File: config.mk
export PLATFORM = sky130hd
export DESIGN_NAME = alu_top
export DESIGN_NICKNAME = d
export VERILOG_FILES = /design/src/hdl/alu_pkg.sv /design/src/hdl/alu_decoder.sv /design/src/hdl/alu_bitslice.sv /design/src/hdl/alu_flags.sv /design/src/hdl/alu_top.sv
export SDC_FILE = /design/constraint.sdc
export NUM_CORES = 1
export LEC_CHECK = 0
export ABC_AREA = 1
export BUFFER_PORTS_ARGS = -buffer_cell sky130_fd_sc_hd__buf_2
export CAP_MARGIN = 15
export CORE_MARGIN = 2
export CORE_UTILIZATION = 53
export CTS_CLUSTER_SIZE = 28
export DETAILED_ROUTE_END_ITERATION = 8
export GPL_TIMING_DRIVEN = 1
export PLACE_DENSITY = 0.77
export REMOVE_ABC_BUFFERS = 1
export SYNTH_ARGS = -nofsm -noshare
export SYNTH_HDL_FRONTEND = slang
export SYNTH_SLANG_ARGS = --single-unit
File: constraint.sdc
create_clock -name clk_i -period 0.8 [get_ports clk_i]
set_input_delay 0.16 -clock clk_i [delete_from_list [all_inputs] [get_ports clk_i]]
set_output_delay 0.16 -clock clk_i [all_outputs]
set_load 0.02 [all_outputs]
File: src/hdl/alu_pkg.sv
package alu_pkg;

	// ------------------------------
	// datapath width
	// ------------------------------

	localparam int unsigned alu_width = 32; // number of bit slices in the ripple chain

	typedef logic [alu_width-1:0] alu_word_t; // operands and result words share this type

	// ------------------------------
	// command and select encodings
	// ------------------------------

	// the three-bit command keeps the numbering of the original command table
	typedef enum logic [2:0] {
		op_add  = 3'd0, // a plus b
		op_sub  = 3'd1, // a plus inverted b plus one
		op_xor  = 3'd2,
		op_slt  = 3'd3, // signed compare built on the subtractor
		op_and  = 3'd4,
		op_nand = 3'd5,
		op_nor  = 3'd6,
		op_or   = 3'd7
	} alu_op_e;

	// each slice picks its output bit from one of these sources
	// add, sub and slt all read the adder sum
	typedef enum logic [2:0] {
		sel_sum  = 3'd0,
		sel_xor  = 3'd1,
		sel_and  = 3'd2,
		sel_nand = 3'd3,
		sel_nor  = 3'd4,
		sel_or   = 3'd5
	} alu_sel_e;

	// ------------------------------
	// broadcast control and flags
	// ------------------------------

	// decoded once at the top and fanned out to every slice and to the flag logic
	typedef struct packed {
		alu_sel_e sel;        // slice result source
		logic     sub;        // inverts b in every slice and feeds the carry into bit 0
		logic     slt_mode;   // only set for slt so the result collapses to one bit
		logic     arith_mode; // add and sub let carry and overflow through
	} alu_ctrl_t;

	// status bits that leave the ALU alongside the result word
	typedef struct packed {
		logic carry;    // carry out of the top slice
		logic overflow; // signed overflow of the top slice
		logic zero;     // whole conditioned result is zero
	} alu_flags_t;

endpackage

File: src/hdl/alu_decoder.sv
module alu_decoder (
	input  logic               clk_i, // samples the control consistency check
	input  alu_pkg::alu_op_e   cmd_i,
	output alu_pkg::alu_ctrl_t ctrl_o
);

	// ------------------------------
	// command table
	// ------------------------------

	always_comb begin
		ctrl_o = '0; // logic operations keep every mode bit low
		unique case (cmd_i)
			alu_pkg::op_add: begin
				ctrl_o.sel        = alu_pkg::sel_sum;
				ctrl_o.arith_mode = 1'b1; // carry and overflow are meaningful here
			end
			alu_pkg::op_sub: begin
				ctrl_o.sel        = alu_pkg::sel_sum;
				ctrl_o.sub        = 1'b1; // two's complement of b through the adder chain
				ctrl_o.arith_mode = 1'b1;
			end
			alu_pkg::op_slt: begin
				// the compare runs a full subtract and only its sign survives
				ctrl_o.sel      = alu_pkg::sel_sum;
				ctrl_o.sub      = 1'b1;
				ctrl_o.slt_mode = 1'b1; // flags stay gated off in this mode
			end
			alu_pkg::op_xor:  ctrl_o.sel = alu_pkg::sel_xor;
			alu_pkg::op_and:  ctrl_o.sel = alu_pkg::sel_and;
			alu_pkg::op_nand: ctrl_o.sel = alu_pkg::sel_nand;
			alu_pkg::op_nor:  ctrl_o.sel = alu_pkg::sel_nor;
			alu_pkg::op_or:   ctrl_o.sel = alu_pkg::sel_or;
			default:          ctrl_o = '0; // only reachable with unknown inputs
		endcase
	end

	// ------------------------------
	// checks
	// ------------------------------

	// the slt rule downstream needs a real subtract on the sum path and no flag output
	a_slt_needs_sub: assert property (@(posedge clk_i)
		ctrl_o.slt_mode |-> (ctrl_o.sub && ctrl_o.sel == alu_pkg::sel_sum && !ctrl_o.arith_mode))
		else $error("slt mode decoded without subtract on the sum path");

endmodule

File: src/hdl/alu_bitslice.sv
module alu_bitslice (
	input  logic               a_i,     // operand a bit
	input  logic               b_i,     // operand b bit before any inversion
	input  logic               carry_i, // carry from the slice below or the sub bit for bit 0
	input  alu_pkg::alu_ctrl_t ctrl_i,  // broadcast control from the decoder
	output logic               carry_o, // carry to the slice above
	output logic               result_o
);

	logic b_eff;    // b after the subtract inversion
	logic a_x_b;    // propagate term of the adder
	logic sum;      // full adder sum
	logic res_xor;
	logic res_and;
	logic res_nand;
	logic res_nor;
	logic res_or;

	// ------------------------------
	// full adder
	// ------------------------------

	assign b_eff   = b_i ^ ctrl_i.sub; // invert b for sub and slt
	assign a_x_b   = a_i ^ b_eff;
	assign sum     = a_x_b ^ carry_i;
	assign carry_o = (a_i & b_eff) | (a_x_b & carry_i); // generate or propagated carry

	// ------------------------------
	// bitwise operations
	// ------------------------------

	// the logic ops always see the uninverted b since sub is low for them anyway
	assign res_xor  = a_i ^ b_i;
	assign res_and  = a_i & b_i;
	assign res_nand = ~(a_i & b_i);
	assign res_nor  = ~(a_i | b_i);
	assign res_or   = a_i | b_i;

	// ------------------------------
	// result select
	// ------------------------------

	always_comb begin
		unique case (ctrl_i.sel)
			alu_pkg::sel_sum:  result_o = sum; // add, sub and slt
			alu_pkg::sel_xor:  result_o = res_xor;
			alu_pkg::sel_and:  result_o = res_and;
			alu_pkg::sel_nand: result_o = res_nand;
			alu_pkg::sel_nor:  result_o = res_nor;
			alu_pkg::sel_or:   result_o = res_or;
			default:           result_o = 1'b0; // the two unused select codes give a quiet zero
		endcase
	end

endmodule

File: src/hdl/alu_flags.sv
module alu_flags (
	input  logic                clk_i,       // clocks the flag gating check
	input  logic                arst_n_i,    // holds the check off during reset
	input  alu_pkg::alu_word_t  raw_i,       // slice outputs before slt conditioning
	input  logic                carry_msb_i, // carry into the top slice
	input  logic                carry_out_i, // carry out of the top slice
	input  alu_pkg::alu_ctrl_t  ctrl_i,
	output alu_pkg::alu_word_t  result_o,    // conditioned result for the output register
	output alu_pkg::alu_flags_t flags_o
);

	logic ovf_raw;     // top slice carry mismatch in any mode
	logic neg_ovf;     // subtract wrapped from negative to positive
	logic neg_no_ovf;  // no wrap and the difference is negative
	logic less_than;   // a is below b as signed numbers

	// ------------------------------
	// signed less-than
	// ------------------------------

	assign ovf_raw = carry_msb_i ^ carry_out_i;

	// a carry out with no carry in means a negative a minus a positive b wrapped around
	assign neg_ovf    = carry_out_i & ~carry_msb_i;
	assign neg_no_ovf = ~ovf_raw & raw_i[alu_pkg::alu_width-1]; // the sign bit is trustworthy here
	assign less_than  = neg_ovf | neg_no_ovf;

	// ------------------------------
	// result conditioning
	// ------------------------------

	always_comb begin
		result_o = raw_i;
		if (ctrl_i.slt_mode) begin
			result_o    = '0;        // the difference itself is thrown away
			result_o[0] = less_than; // only the compare outcome is reported
		end
	end

	// ------------------------------
	// flags
	// ------------------------------

	assign flags_o.carry    = carry_out_i & ctrl_i.arith_mode; // only add and sub carry out
	assign flags_o.overflow = ovf_raw & ctrl_i.arith_mode;     // slt overflows internally but hides it
	assign flags_o.zero     = ~|result_o; // taken after conditioning so slt zero matches its result

	// the decoder and the gating above together keep logic ops and slt free of carry and overflow
	a_flags_gated: assert property (@(posedge clk_i) disable iff (!arst_n_i)
		(ctrl_i.slt_mode || ctrl_i.sel != alu_pkg::sel_sum)
			|-> !(flags_o.carry || flags_o.overflow))
		else $error("carry or overflow raised outside add and sub");

endmodule

File: src/hdl/alu_top.sv
module alu_top (
	input  logic                clk_i,
	input  logic                arst_n_i, // clears the output register
	input  alu_pkg::alu_word_t  op_a_i,   // operand a sampled every cycle
	input  alu_pkg::alu_word_t  op_b_i,   // operand b sampled every cycle
	input  alu_pkg::alu_op_e    cmd_i,    // command sampled with the operands
	output alu_pkg::alu_word_t  result_o, // result of the previous cycle's inputs
	output alu_pkg::alu_flags_t flags_o   // flags of the previous cycle's inputs
);

	alu_pkg::alu_ctrl_t         ctrl;        // decoded once and broadcast
	logic [alu_pkg::alu_width:0] carry_chain; // bit 0 is the sub carry and bit n+1 leaves slice n
	alu_pkg::alu_word_t         raw_result;  // straight out of the slices
	alu_pkg::alu_word_t         result_d;    // conditioned result before the register
	alu_pkg::alu_flags_t        flags_d;     // flags before the register

	// ------------------------------
	// decode
	// ------------------------------

	alu_decoder u_decoder (
		.clk_i  (clk_i),
		.cmd_i  (cmd_i),
		.ctrl_o (ctrl)
	);

	assign carry_chain[0] = ctrl.sub; // the plus one of two's complement enters here

	// ------------------------------
	// ripple chain of slices
	// ------------------------------

	for (genvar i = 0; i < alu_pkg::alu_width; i++) begin : g_slice
		alu_bitslice u_slice (
			.a_i      (op_a_i[i]),
			.b_i      (op_b_i[i]),
			.carry_i  (carry_chain[i]),
			.ctrl_i   (ctrl),
			.carry_o  (carry_chain[i+1]),
			.result_o (raw_result[i])
		);
	end

	// ------------------------------
	// conditioning and flags
	// ------------------------------

	alu_flags u_flags (
		.clk_i       (clk_i),
		.arst_n_i    (arst_n_i),
		.raw_i       (raw_result),
		.carry_msb_i (carry_chain[alu_pkg::alu_width-1]), // carry into the top slice
		.carry_out_i (carry_chain[alu_pkg::alu_width]),   // carry out of the top slice
		.ctrl_i      (ctrl),
		.result_o    (result_d),
		.flags_o     (flags_d)
	);

	// ------------------------------
	// output register
	// ------------------------------

	// one cycle of latency with a new operation accepted every edge
	always_ff @(posedge clk_i or negedge arst_n_i) begin
		if (!arst_n_i) begin
			result_o <= '0;
			flags_o  <= '0; // zero reads low while in reset as well
		end else begin
			result_o <= result_d;
			flags_o  <= flags_d;
		end
	end

	// once out of reset every output bit comes from the slice chain and must be resolved
	a_no_unknown_out: assert property (@(posedge clk_i) disable iff (!arst_n_i)
		!$isunknown({result_o, flags_o}))
		else $error("unknown value on result or flags");

endmodule

==> metrics.yaml, run 1 <==
run_status:
  status: "complete, but fails checks"
  violations: "setup timing"
critical_path:
  criticalPathCategory: "in -> reg"
  cpMaxStageDelayCell: "fa_2"
  path_delay_family: "adder cells"
  required_ns: 1.02
  critical_path.max_stage_delay_ns: 0.42
  cp-end-kind: "register"
  critPathArrivalTime_ns: 12.61
  crit_top_cell: "fa_2"
  path_buf_inv: 5
  crit_fanout: 4
  start_kind: "input pin"
clock_tree:
  ctsLongestPathBuffers: 2
  clock_sinks: 35
  cts_made_buffers: 5
  clk_pin_slew_ns: 0.08
  h-tree-depth: 2
  cts-root-buf: "clkbuf_8"
  cts_tree: "built"
drt:
  vias: 5910
  drc_errors: 0
  routed_via_density: 5.37
  ant_nets: 0
  drt_pass1_iterations: 6
  drt_iter0_drc: 560
  wl_per_cell_um: 15.6
  routed_wl_um: 17200
die:
  start_util_pct: 55.1
  fp-row-count: 35
  ios: 104
  coreArea_mm2: 0.00933
  die-area_mm2: 0.0105
  die_width_um: 102
  die_h_um: 102
cells_and_area:
  layout_commonest_cell: "nand2_1"
  final_cell_mix: "217 x nand2_1, 147 x inv_1, 111 x buf_4"
  fin_area_mm2: 0.00735
  drive_gt1_share_pct: 33.5
  final-seq-area_um2: 876
  final_nets: 1136
  areaGrowthSynthToFinish_pct: 43.0
  diodes: 0
  multi_input_area_mm2: 0.00378
  num-fill-cells: 598
synth:
  synth_edf_count: 0
  synth_warnings: 0
  yosysTopAreaCell: "dfrtp_1"
  ys_seq_area_share_pct: 17.0
  synth_cell_type_count: 22
  synthArstFlopShare_pct: 100
  synthesis.instances: 772
  ys.flop_type: "dfrtp_1"
  syn_avg_cell_area_um2: 6.66
  synth_area_mm2: 0.00514
  yosys-top-cells-area: "dfrtp_1 17%, nand2_1 16%, ha_1 16%, fa_1 12%, inv_1 12%"
  synth-seq-cells: 35
  synth_top_area_share_pct: 17.0
placed_design:
  pre_cts_ws_ns: -13.28
  placed_cell_area_mm2: 0.00659
  dp_hpwl_um: 11800
  io_buffers: 103
  globalplace.congestion: 0.830
timing:
  period_needed_ns: 12.39
  maxSlewViolCount: 0
  rsz0062_at_grt: "yes"
  period_share_pct: 1550
  final-setup-viol-count: 70
  relSlewSlack_pct: 68.9
  final_hold_viol_count: 0
  fin_ws_ns: -11.59
  fmax_ghz: 0.0807
  tightest_slew_ns: 0.461
power:
  ir_drop_mv: 0.879
  power_density_mw_per_mm2: 1350
  leakage_nw: 4.12
global_routing:
  grt_usage_pct: 32.8
  overflow: 0
  grt_pass1_vias: 6002
  grt_max_degree: 52
  antenna_found_initial: 0
  grt_pass1_wl_um: 27000
worst_hold_path:
  hold_path_class: "in -> reg"
run:
  drv_cap: 0
Yosys cell counts, types with 2 or more instances:
master    count
dfrtp_1      35
nand2_1     223
a31oi_1       5
buf_4         4
nand4_1      15
buf_2        18
ha_1         65
nand3_1      70
clkbuf_1     10
a21oi_1      24
nor2_1       42
inv_1       160
buf_6         2
inv_2         2
fa_1         31
o21ai_0      30
xor2_1       31
cell type report:
type	count	share of cell area, %
multi-input cells	540	51.5
repair buffers	227	24.4
flip-flops and latches	35	11.9
inverters	162	8.27
well taps	129	2.20
clock buffers	6	0.987
clock inverters	2	0.817
power by group:
part	internal, mW	total (mW)	switching [mW]
clock network	1.25	2.02	0.774
logic	2.69	5.67	2.98
registers	2.08	2.23	0.156
flip-flops by register name, indices dropped and copies added (netlist names):
signal,cells
flags_o,3
result_o,32
metrics by stage:
stage	std cells	setup TNS, ns	utilization [%]	power, mW	hold slack (ns)
after floorplan	737	-288.73	-	4.66	-0.136
after global placement	1084	-264.05	70.7	6.53	0.139
after detailed placement	1084	-269.56	70.7	6.77	0.147
after CTS	1098	-236.68	77.6	9.60	0.366
after global routing	1101	-242.33	78.8	10.5	0.344
final	1101	-236.23	78.8	9.93	0.334
path summary, 6_finish.rpt:
path,start,cells past startpoint,end,slack [ns]
setup / recovery,cmd_i[1],47,flags_o[0],-11.59
hold / removal,cmd_i[1],6,flags_o[1],0.33
max in group asynchronous,arst_n_i,3,result_o[6],0.23
min in group asynchronous,arst_n_i,3,result_o[1],0.37
layer usage:
metal / GRT usage [%] / share of wire (%) / vias to the layer above / wire length (µm)
met4: 15.4 / 4.3 / 0 / 738
met3: 5.06 / 7.9 / 82 / 1360
met5: 0 / 0 / - / 0
li1: - / - / 2727 / -
met2: 60.0 / 51 / 330 / 8730
met1: 37.3 / 37 / 2771 / 6370
kinds of logic after synthesis:
family,count (synthesis),synth area share [%]
xor gates and xnor gates,31,5.28
buffers and inverters,197,15.4
and+or+nand+nor,352,28.2
AOI/OAI and AO/OA,61,6.13
adders and majority gates,96,27.9
DFF,35,17.0
tightest hold or removal path, cell delays in order:
cell    delay [ns]
buf_8         0.09
nor2_4        0.03
inv_2         0.06
buf_4         0.10
buf_4         0.12
nor2_2        0.03
timing repair:
action	CTS	global route
hold endpoints to repair	35	0
gates resized for setup	148	26
hold buffers	1	0
setup endpoints to repair	70	70
setup buffers	5	4
pin swaps	49	12
No activity file was read; power rests on OpenSTA's default activity.
==> run 2, diff against run 1 <==
--- a/config.mk
+++ b/config.mk
@@ -5,15 +5,14 @@
 export SDC_FILE = /design/constraint.sdc
 export NUM_CORES = 1
 export LEC_CHECK = 0
-export ABC_AREA = 1
-export BUFFER_PORTS_ARGS = -buffer_cell sky130_fd_sc_hd__buf_2
 export CAP_MARGIN = 15
 export CORE_MARGIN = 2
 export CORE_UTILIZATION = 53
 export CTS_CLUSTER_SIZE = 28
 export DETAILED_ROUTE_END_ITERATION = 8
+export DONT_BUFFER_PORTS = 1
 export GPL_TIMING_DRIVEN = 1
-export PLACE_DENSITY = 0.77
+export PLACE_DENSITY = 0.68
 export REMOVE_ABC_BUFFERS = 1
 export SYNTH_ARGS = -nofsm -noshare
 export SYNTH_HDL_FRONTEND = slang
==> run 2 against run 1 <==
Effect of this change:
- the run ends with hold timing, setup timing left
- global-route usage down 3.7 points
- area after synthesis shrank 7.8%
- non-clock buffer count fell by 146
- via count shrank 30%
- hold slack lost 0.79 ns
- sequential share of layout area rose by 3.2 points
- clock-buffer cell count shrank 1
- combinational power decreased by 31%
- design area shrank 19%
- clock power fell by 15%
- flip-flop and latch count unchanged
- critical path type unchanged
==> metrics.yaml, run 2 <==
critical_path:
  crit_top_cell: "fa_2"
  start_kind: "input pin"
  crit_fanout: 66  # +62
  cp-end-kind: "register"
  crit_start: "cmd_i[2]"
  criticalPathCategory: "in -> reg"
  critical_path.max_stage_delay_ns: 0.43  # about the same
  cp-endpoint: "flags_o[0]"
  required_ns: 1.04  # +0.02 ns
  cpMaxStageDelayCell: "fa_2"
  critPathArrivalTime_ns: 12.67  # +0.06 ns
global_routing:
  grt_pass1_wl_um: 22500  # -16%
  grt_max_degree: 67  # +29%
  overflow: 0  # unchanged
  antenna_found_initial: 0  # unchanged
  grt_pass1_vias: 4380  # -27%
  grt_usage_pct: 29.2  # -3.7 points
die:
  die_h_um: 98.6  # -3.8%
  start_util_pct: 54.6  # -0.49 points
  fp-row-count: 34  # -2.9%
  die_width_um: 98.6  # -3.8%
  coreArea_mm2: 0.00868  # -7.0%
  die-area_mm2: 0.00972  # -7.5%
  ios: 104  # unchanged
power:
  power_density_mw_per_mm2: 1370  # +1.1%
  p_comb_share_pct: 48.1  # -9.0 points
  p_int_mw: 5.13  # -15%
  swShare_pct: 37.1  # -2.3 points
  clkPwrFrac_pct: 21.0  # +0.6 points
  leakage_nw: 2.66  # -36%
  ir_drop_mv: 0.942  # +7.2%
  finalPower_mw: 8.15  # -18%
  p_seq_share_pct: 30.9  # +8.4 points
  p_switching_mw: 3.02  # -23%
timing:
  hold_ws_ns: -0.460  # -0.794 ns
  final_hold_viol_count: 52  # +52
  fmax_ghz: 0.0805  # -0.34%
  maxSlewViolCount: 0  # unchanged
  tightest_slew_ns: 0.521  # +0.0593 ns
  relSlewSlack_pct: 64.8  # -4.1 points
  period_share_pct: 1550  # +5.3 points
  fin_ws_ns: -11.63  # -0.0427 ns
  period_needed_ns: 12.43  # +0.0427 ns
  final-setup-viol-count: 70  # unchanged
  rsz0062_at_grt: "yes"
synth:
  synth_area_mm2: 0.00474  # -7.8%
  synth_top_area_share_pct: 18.5  # +1.4 points
  yosys-top-cells-count: "69 x inv_1, 65 x ha_1, 35 x dfrtp_1"
  synthArstFlopShare_pct: 100  # unchanged
  synthesis.instances: 511  # -34%
  synth_edf_count: 0  # unchanged
  synth-seq-cells: 35  # unchanged
  syn_avg_cell_area_um2: 9.28  # +39%
  yosys-top-cells-area: "dfrtp_1 18%, ha_1 17%, fa_1 13%, xnor2_1 5.9%, inv_1 5.5%"
  ys_seq_area_share_pct: 18.5  # +1.4 points
  synth_cell_type_count: 55  # +150%
  synth_most_common_cell: "inv_1"
  ys.flop_type: "dfrtp_1"
  yosysTopAreaCell: "dfrtp_1"
  synth_warnings: 0  # unchanged
clock_tree:
  h-tree-depth: 2  # unchanged
  cts-root-buf: "clkbuf_8"
  ctsLongestPathBuffers: 2  # unchanged
  cts_tree: "built"
  clock_sinks: 35  # unchanged
  clk_pin_slew_ns: 0.09  # about the same
  cts_made_buffers: 5  # unchanged
drt:
  ant_nets: 0  # unchanged
  drt_pass1_iterations: 5  # -1
  vias: 4141  # -30%
  drc_errors: 0  # unchanged
  wl_per_cell_um: 20.8  # +33%
  routed_via_density: 6.12  # +14%
  routed_wl_um: 14100  # -18%
  drt_iter0_drc: 344  # -39%
placed_design:
  io_buffers: 0  # -100%
  globalplace.congestion: 0.893  # +7.5%
  pre_cts_ws_ns: -13.45  # -0.169 ns
  dp_hpwl_um: 10100  # -14%
cells_and_area:
  reg_top3: "result_o x32, flags_o x3"
  top_register: "result_o"
  final_nets: 733  # -35%
  layout_commonest_cell: "buf_4"
  num-fill-cells: 660  # +10%
  drive_gt1_share_pct: 40.1  # +6.5 points
  largest_register_ffs: 32  # unchanged
  diodes: 0  # unchanged
  areaGrowthSynthToFinish_pct: 25.8
  final_cell_mix: "67 x buf_4, 66 x inv_1, 64 x ha_1"
run:
  drv_cap: 0  # unchanged
worst_hold_path:
  hold_path_class: "in -> async"
run_status:
  status: "complete, but fails checks"
  violations: "hold timing, setup timing"
[run 2: final cells by class]
| class | instances | area (µm²) | area share [%] |
|---|---|---|---|
| clock buffer | 5 | 68.8 | 1.15 |
| clock inverter | 3 | 43.8 | 0.734 |
| inverter | 70 | 289 | 4.85 |
| multi-input combinational | 375 | 3850 | 64.6 |
| sequential | 35 | 903 | 15.1 |
| tap | 108 | 135 | 2.27 |
| timing repair buffer | 81 | 669 | 11.2 |
[run 2: power by group through the flow]
stage,logic [mW],registers [mW],clock network (mW)
6_report,3.92,2.52,1.71
3_3_place_gp,2.92,2.53,0
4_1_cts,3.60,2.51,1.71
5_1_grt,4.26,2.54,1.78
3_5_place_dp,3.01,2.52,0
2_1_floorplan,1.81,2.49,0
[run 2: kinds of logic (layout without fill, tap and decap cells)]
family,Yosys count,in the layout,share of synthesized area [%]
and+or+nand+nor,108,108,12.1
buffers and inverters,101,159,9.16
AOI/OAI and AO/OA,99,99,14.7
adders and majority gates,96,96,30.3
muxes,39,39,9.24
DFF,35,35,18.5
xor gates and xnor gates,33,33,6.10
[run 2: what timing repair did]
item | CTS | global route
setup endpoints to repair | 70 | 70
endpoints found under the hold margin | 55 | 56
buffers inserted | 9 | 13
gates resized for setup | 103 | 52
pin swaps | 17 | 17
[run 2: worst min-delay path by stage]
stage | to | slack (ns) | depth (start not counted)
floorplan | flags_o[0] | -0.14 | 0
global placement | result_o[1] | -0.13 | 0
detailed placement | result_o[1] | -0.13 | 0
CTS | result_o[27] | -0.46 | 0
global route | result_o[23] | -0.47 | 0
finish | result_o[27] | -0.46 | 0
[run 2: critical path: cells and delay by family]
family                     cells  cell delay [ns]
buffers and inverters          3             0.13
and+or+nand+nor                3             0.54
adders and majority gates     31            10.95
xor gates and xnor gates       1             0.12
AOI/OAI and AO/OA              2             0.44
muxes                          1             0.30
[run 2: per-layer routing]
layer	global-route usage [%]	wire, µm	vias up	share of wire, %
li1	-	-	1882	-
met1	37.7	5580	2069	40
met2	50.5	7140	163	51
met3	5.74	1090	27	7.7
met4	7.17	306	0	2.2
met5	0	0	-	0
[run 2: stage by stage]
stage,setup TNS [ns],area (µm²),utilization [%],cells
after CTS,-224.96,5790,66.8,675
after floorplan,-282.61,4570,-,480
after detailed placement,-259.20,5290,60.9,664
after global placement,-253.35,5290,60.9,664
final,-223.15,5960,68.7,677
after global routing,-229.05,5960,68.7,677
==> run 3, diff against run 2 <==
--- a/config.mk
+++ b/config.mk
@@ -11,7 +11,9 @@
 export CTS_CLUSTER_SIZE = 28
 export DETAILED_ROUTE_END_ITERATION = 8
 export DONT_BUFFER_PORTS = 1
+export GPL_ROUTABILITY_DRIVEN = 0
 export GPL_TIMING_DRIVEN = 1
+export MAX_ROUTING_LAYER = met4
 export PLACE_DENSITY = 0.68
 export REMOVE_ABC_BUFFERS = 1
 export SYNTH_ARGS = -nofsm -noshare
==> run 3 against run 2 <==
Effect of this change:
- the run still ends with hold timing, setup timing left
- clock power about the same
- combinational power down 2%
- flip-flop and latch count unchanged
- sequential power about the same
- via count down 1.5%
- first-iteration DRC count down 13%
- design area down 1.8%
- fmax up 0.54%
- critical path depth unchanged
- final cell count down 1.2%
- largest cell class unchanged
- sequential share of layout area up 0.21 points
- core utilization down 1.2 points
==> metrics.yaml, run 3 (synthesized netlist as in run 2, its figures left out) <==
placed_design:
  dp_cells: 657  # -1.1%
  dp_hpwl_um: 10100  # about the same
  placed_cell_area_mm2: 0.00522  # -1.2%
  io_buffers: 0  # unchanged
critical_path:
  critical_path.max_stage_delay_ns: 0.42  # about the same
  crit_start: "cmd_i[2]"
  start_kind: "input pin"
  crit_fanout: 58  # -12%
  cpMaxStageDelayCell: "fa_2"
  path_depth: 41  # unchanged
  criticalPathCategory: "in -> reg"
  path_buf_inv: 3  # unchanged
  critPathArrivalTime_ns: 12.60  # -0.07 ns
  crit_top_cell: "fa_2"
  required_ns: 1.03  # about the same
  cp-end-kind: "register"
  path_delay_family: "adder cells"
global_routing:
  antenna_found_initial: 0  # unchanged
  grt_max_degree: 59  # -12%
  use_met3_pct: 5.25  # -0.50 points
  overflow: 0  # unchanged
  gr-max-usage-layer: "met2"
  grtUsageMet1_pct: 38.4  # +0.72 points
  grt_pass1_vias: 4206  # -4.0%
  grt_usage_pct: 29.6  # +0.45 points
  grtUsageMet2_pct: 49.2  # -1.3 points
  grt_pass1_wl_um: 22100  # -1.9%
drt:
  ant_nets: 0  # unchanged
  routed_via_density: 6.09  # -0.37%
  drc_errors: 0  # unchanged
  wl_per_cell_um: 20.8  # -0.12%
  routed_wl_um: 13900  # -1.3%
  vias: 4077  # -1.5%
  drt_pass1_iterations: 5  # unchanged
  drt_iter0_drc: 300  # -13%
clock_tree:
  clk_pin_slew_ns: 0.09  # about the same
  cts_tree: "built"
  ctsLongestPathBuffers: 2  # unchanged
  h-tree-depth: 2  # unchanged
  clock_sinks: 35  # unchanged
  cts_made_buffers: 5  # unchanged
  cts-root-buf: "clkbuf_8"
  cts_hold_buf: 1
timing:
  tightest_slew_ns: 0.624  # +0.103 ns
  rsz0062_at_grt: "yes"
  final-setup-viol-count: 70  # unchanged
  hold_ws_ns: -0.457  # +0.00284 ns
  period_share_pct: 1550  # -8.4 points
  maxSlewViolCount: 0  # unchanged
  final_hold_viol_count: 46  # -12%
  fin_ws_ns: -11.56  # +0.0671 ns
  relSlewSlack_pct: 58.3  # -6.6 points
  fmax_ghz: 0.0809  # +0.54%
  period_needed_ns: 12.36  # -0.0671 ns
power:
  finalPower_mw: 8.05  # -1.2%
  ir_drop_mv: 0.797  # -15%
  leakage_nw: 2.60  # -2.0%
  power_density_mw_per_mm2: 1370  # +0.57%
run:
  drv_cap: 0  # unchanged
run_status:
  status: "complete, but fails checks"
  violations: "hold timing, setup timing"
cells_and_area:
  reg_top3: "result_o x32, flags_o x3"
  final_nets: 725  # -1.1%
  final_cell_mix: "66 x inv_1, 64 x ha_1, 60 x buf_4"
  diodes: 0  # unchanged
  multi_input_area_mm2: 0.00383  # -0.71%
  final_cells: 669  # -1.2%
  final-seq-area_um2: 900  # -0.42%
  layout_commonest_cell: "inv_1"
  areaGrowthSynthToFinish_pct: 23.6
  largest_register_ffs: 32  # unchanged
  fin_area_mm2: 0.00586  # -1.8%
  drive_gt1_share_pct: 37.8  # -2.3 points
  top_register: "result_o"
  num-fill-cells: 681  # +3.2%
die:
  fp-row-count: 34  # unchanged
  die_width_um: 98.6  # unchanged
  ios: 104  # unchanged
  die-area_mm2: 0.00972  # unchanged
  start_util_pct: 54.6  # unchanged
  coreArea_mm2: 0.00868  # unchanged
  die_h_um: 98.6  # unchanged
worst_hold_path:
  hold_path_class: "in -> async"
## run 3: cell count changes in the layout (fill, tap and decap cells not counted), moves of 2 or more
cell	change
dfrtp_1	+3
mux2i_2	+2
nor3_2	-2
nor3_1	+2
buf_4	-7
dfrtp_2	-3
mux2i_1	-2
## run 3: timing repair
item                                    in CTS  in global routing
pin swaps                                   12                 13
buffers inserted                             4                  7
endpoints found under the setup margin      70                 70
gates resized for setup                    104                 37
hold endpoints to repair                    55                 46
## run 3: how the worst max path moves through the flow
stage | to | slack, ns
finish | flags_o[0] | -11.56
global route | flags_o[0] | -11.81
CTS | flags_o[0] | -11.68
detailed placement | flags_o[0] | -13.42
global placement | flags_o[0] | -13.05
floorplan | flags_o[0] | -13.78
## run 3: report_power, final
part / leakage [nW] / switching, mW / total [mW] / internal (mW)
Combinational: 2.14 / 1.77 / 3.83 / 2.06
Clock: 0.0581 / 0.765 / 1.69 / 0.930
Sequential: 0.400 / 0.454 / 2.52 / 2.07
Total: 2.60 / 2.99 / 8.05 / 5.06
## run 3: cell type report
class,count,area share (%)
well taps,108,2.31
repair buffers,73,10.2
multi-input cells,375,65.3
inverters,70,4.93
clock inverters,3,0.747
clock buffers,5,1.17
flip-flops and latches,35,15.4
## run 3: per-layer routing
layer	routed length, µm	vias up
met5	0	-
met3	938	18
li1	-	1867
met2	7000	155
met1	5830	2037
met4	161	0
## run 3: through the flow
stage	utilization [%]	hold WS [ns]	setup TNS (ns)	setup WS, ns
2_1_floorplan	-	-0.136	-282.61	-13.78
3_3_place_gp	60.2	-0.135	-253.33	-13.05
3_5_place_dp	60.2	-0.134	-260.07	-13.42
4_1_cts	65.8	-0.457	-224.91	-11.68
5_1_grt	67.5	-0.468	-226.82	-11.81
6_report	67.5	-0.457	-222.06	-11.56
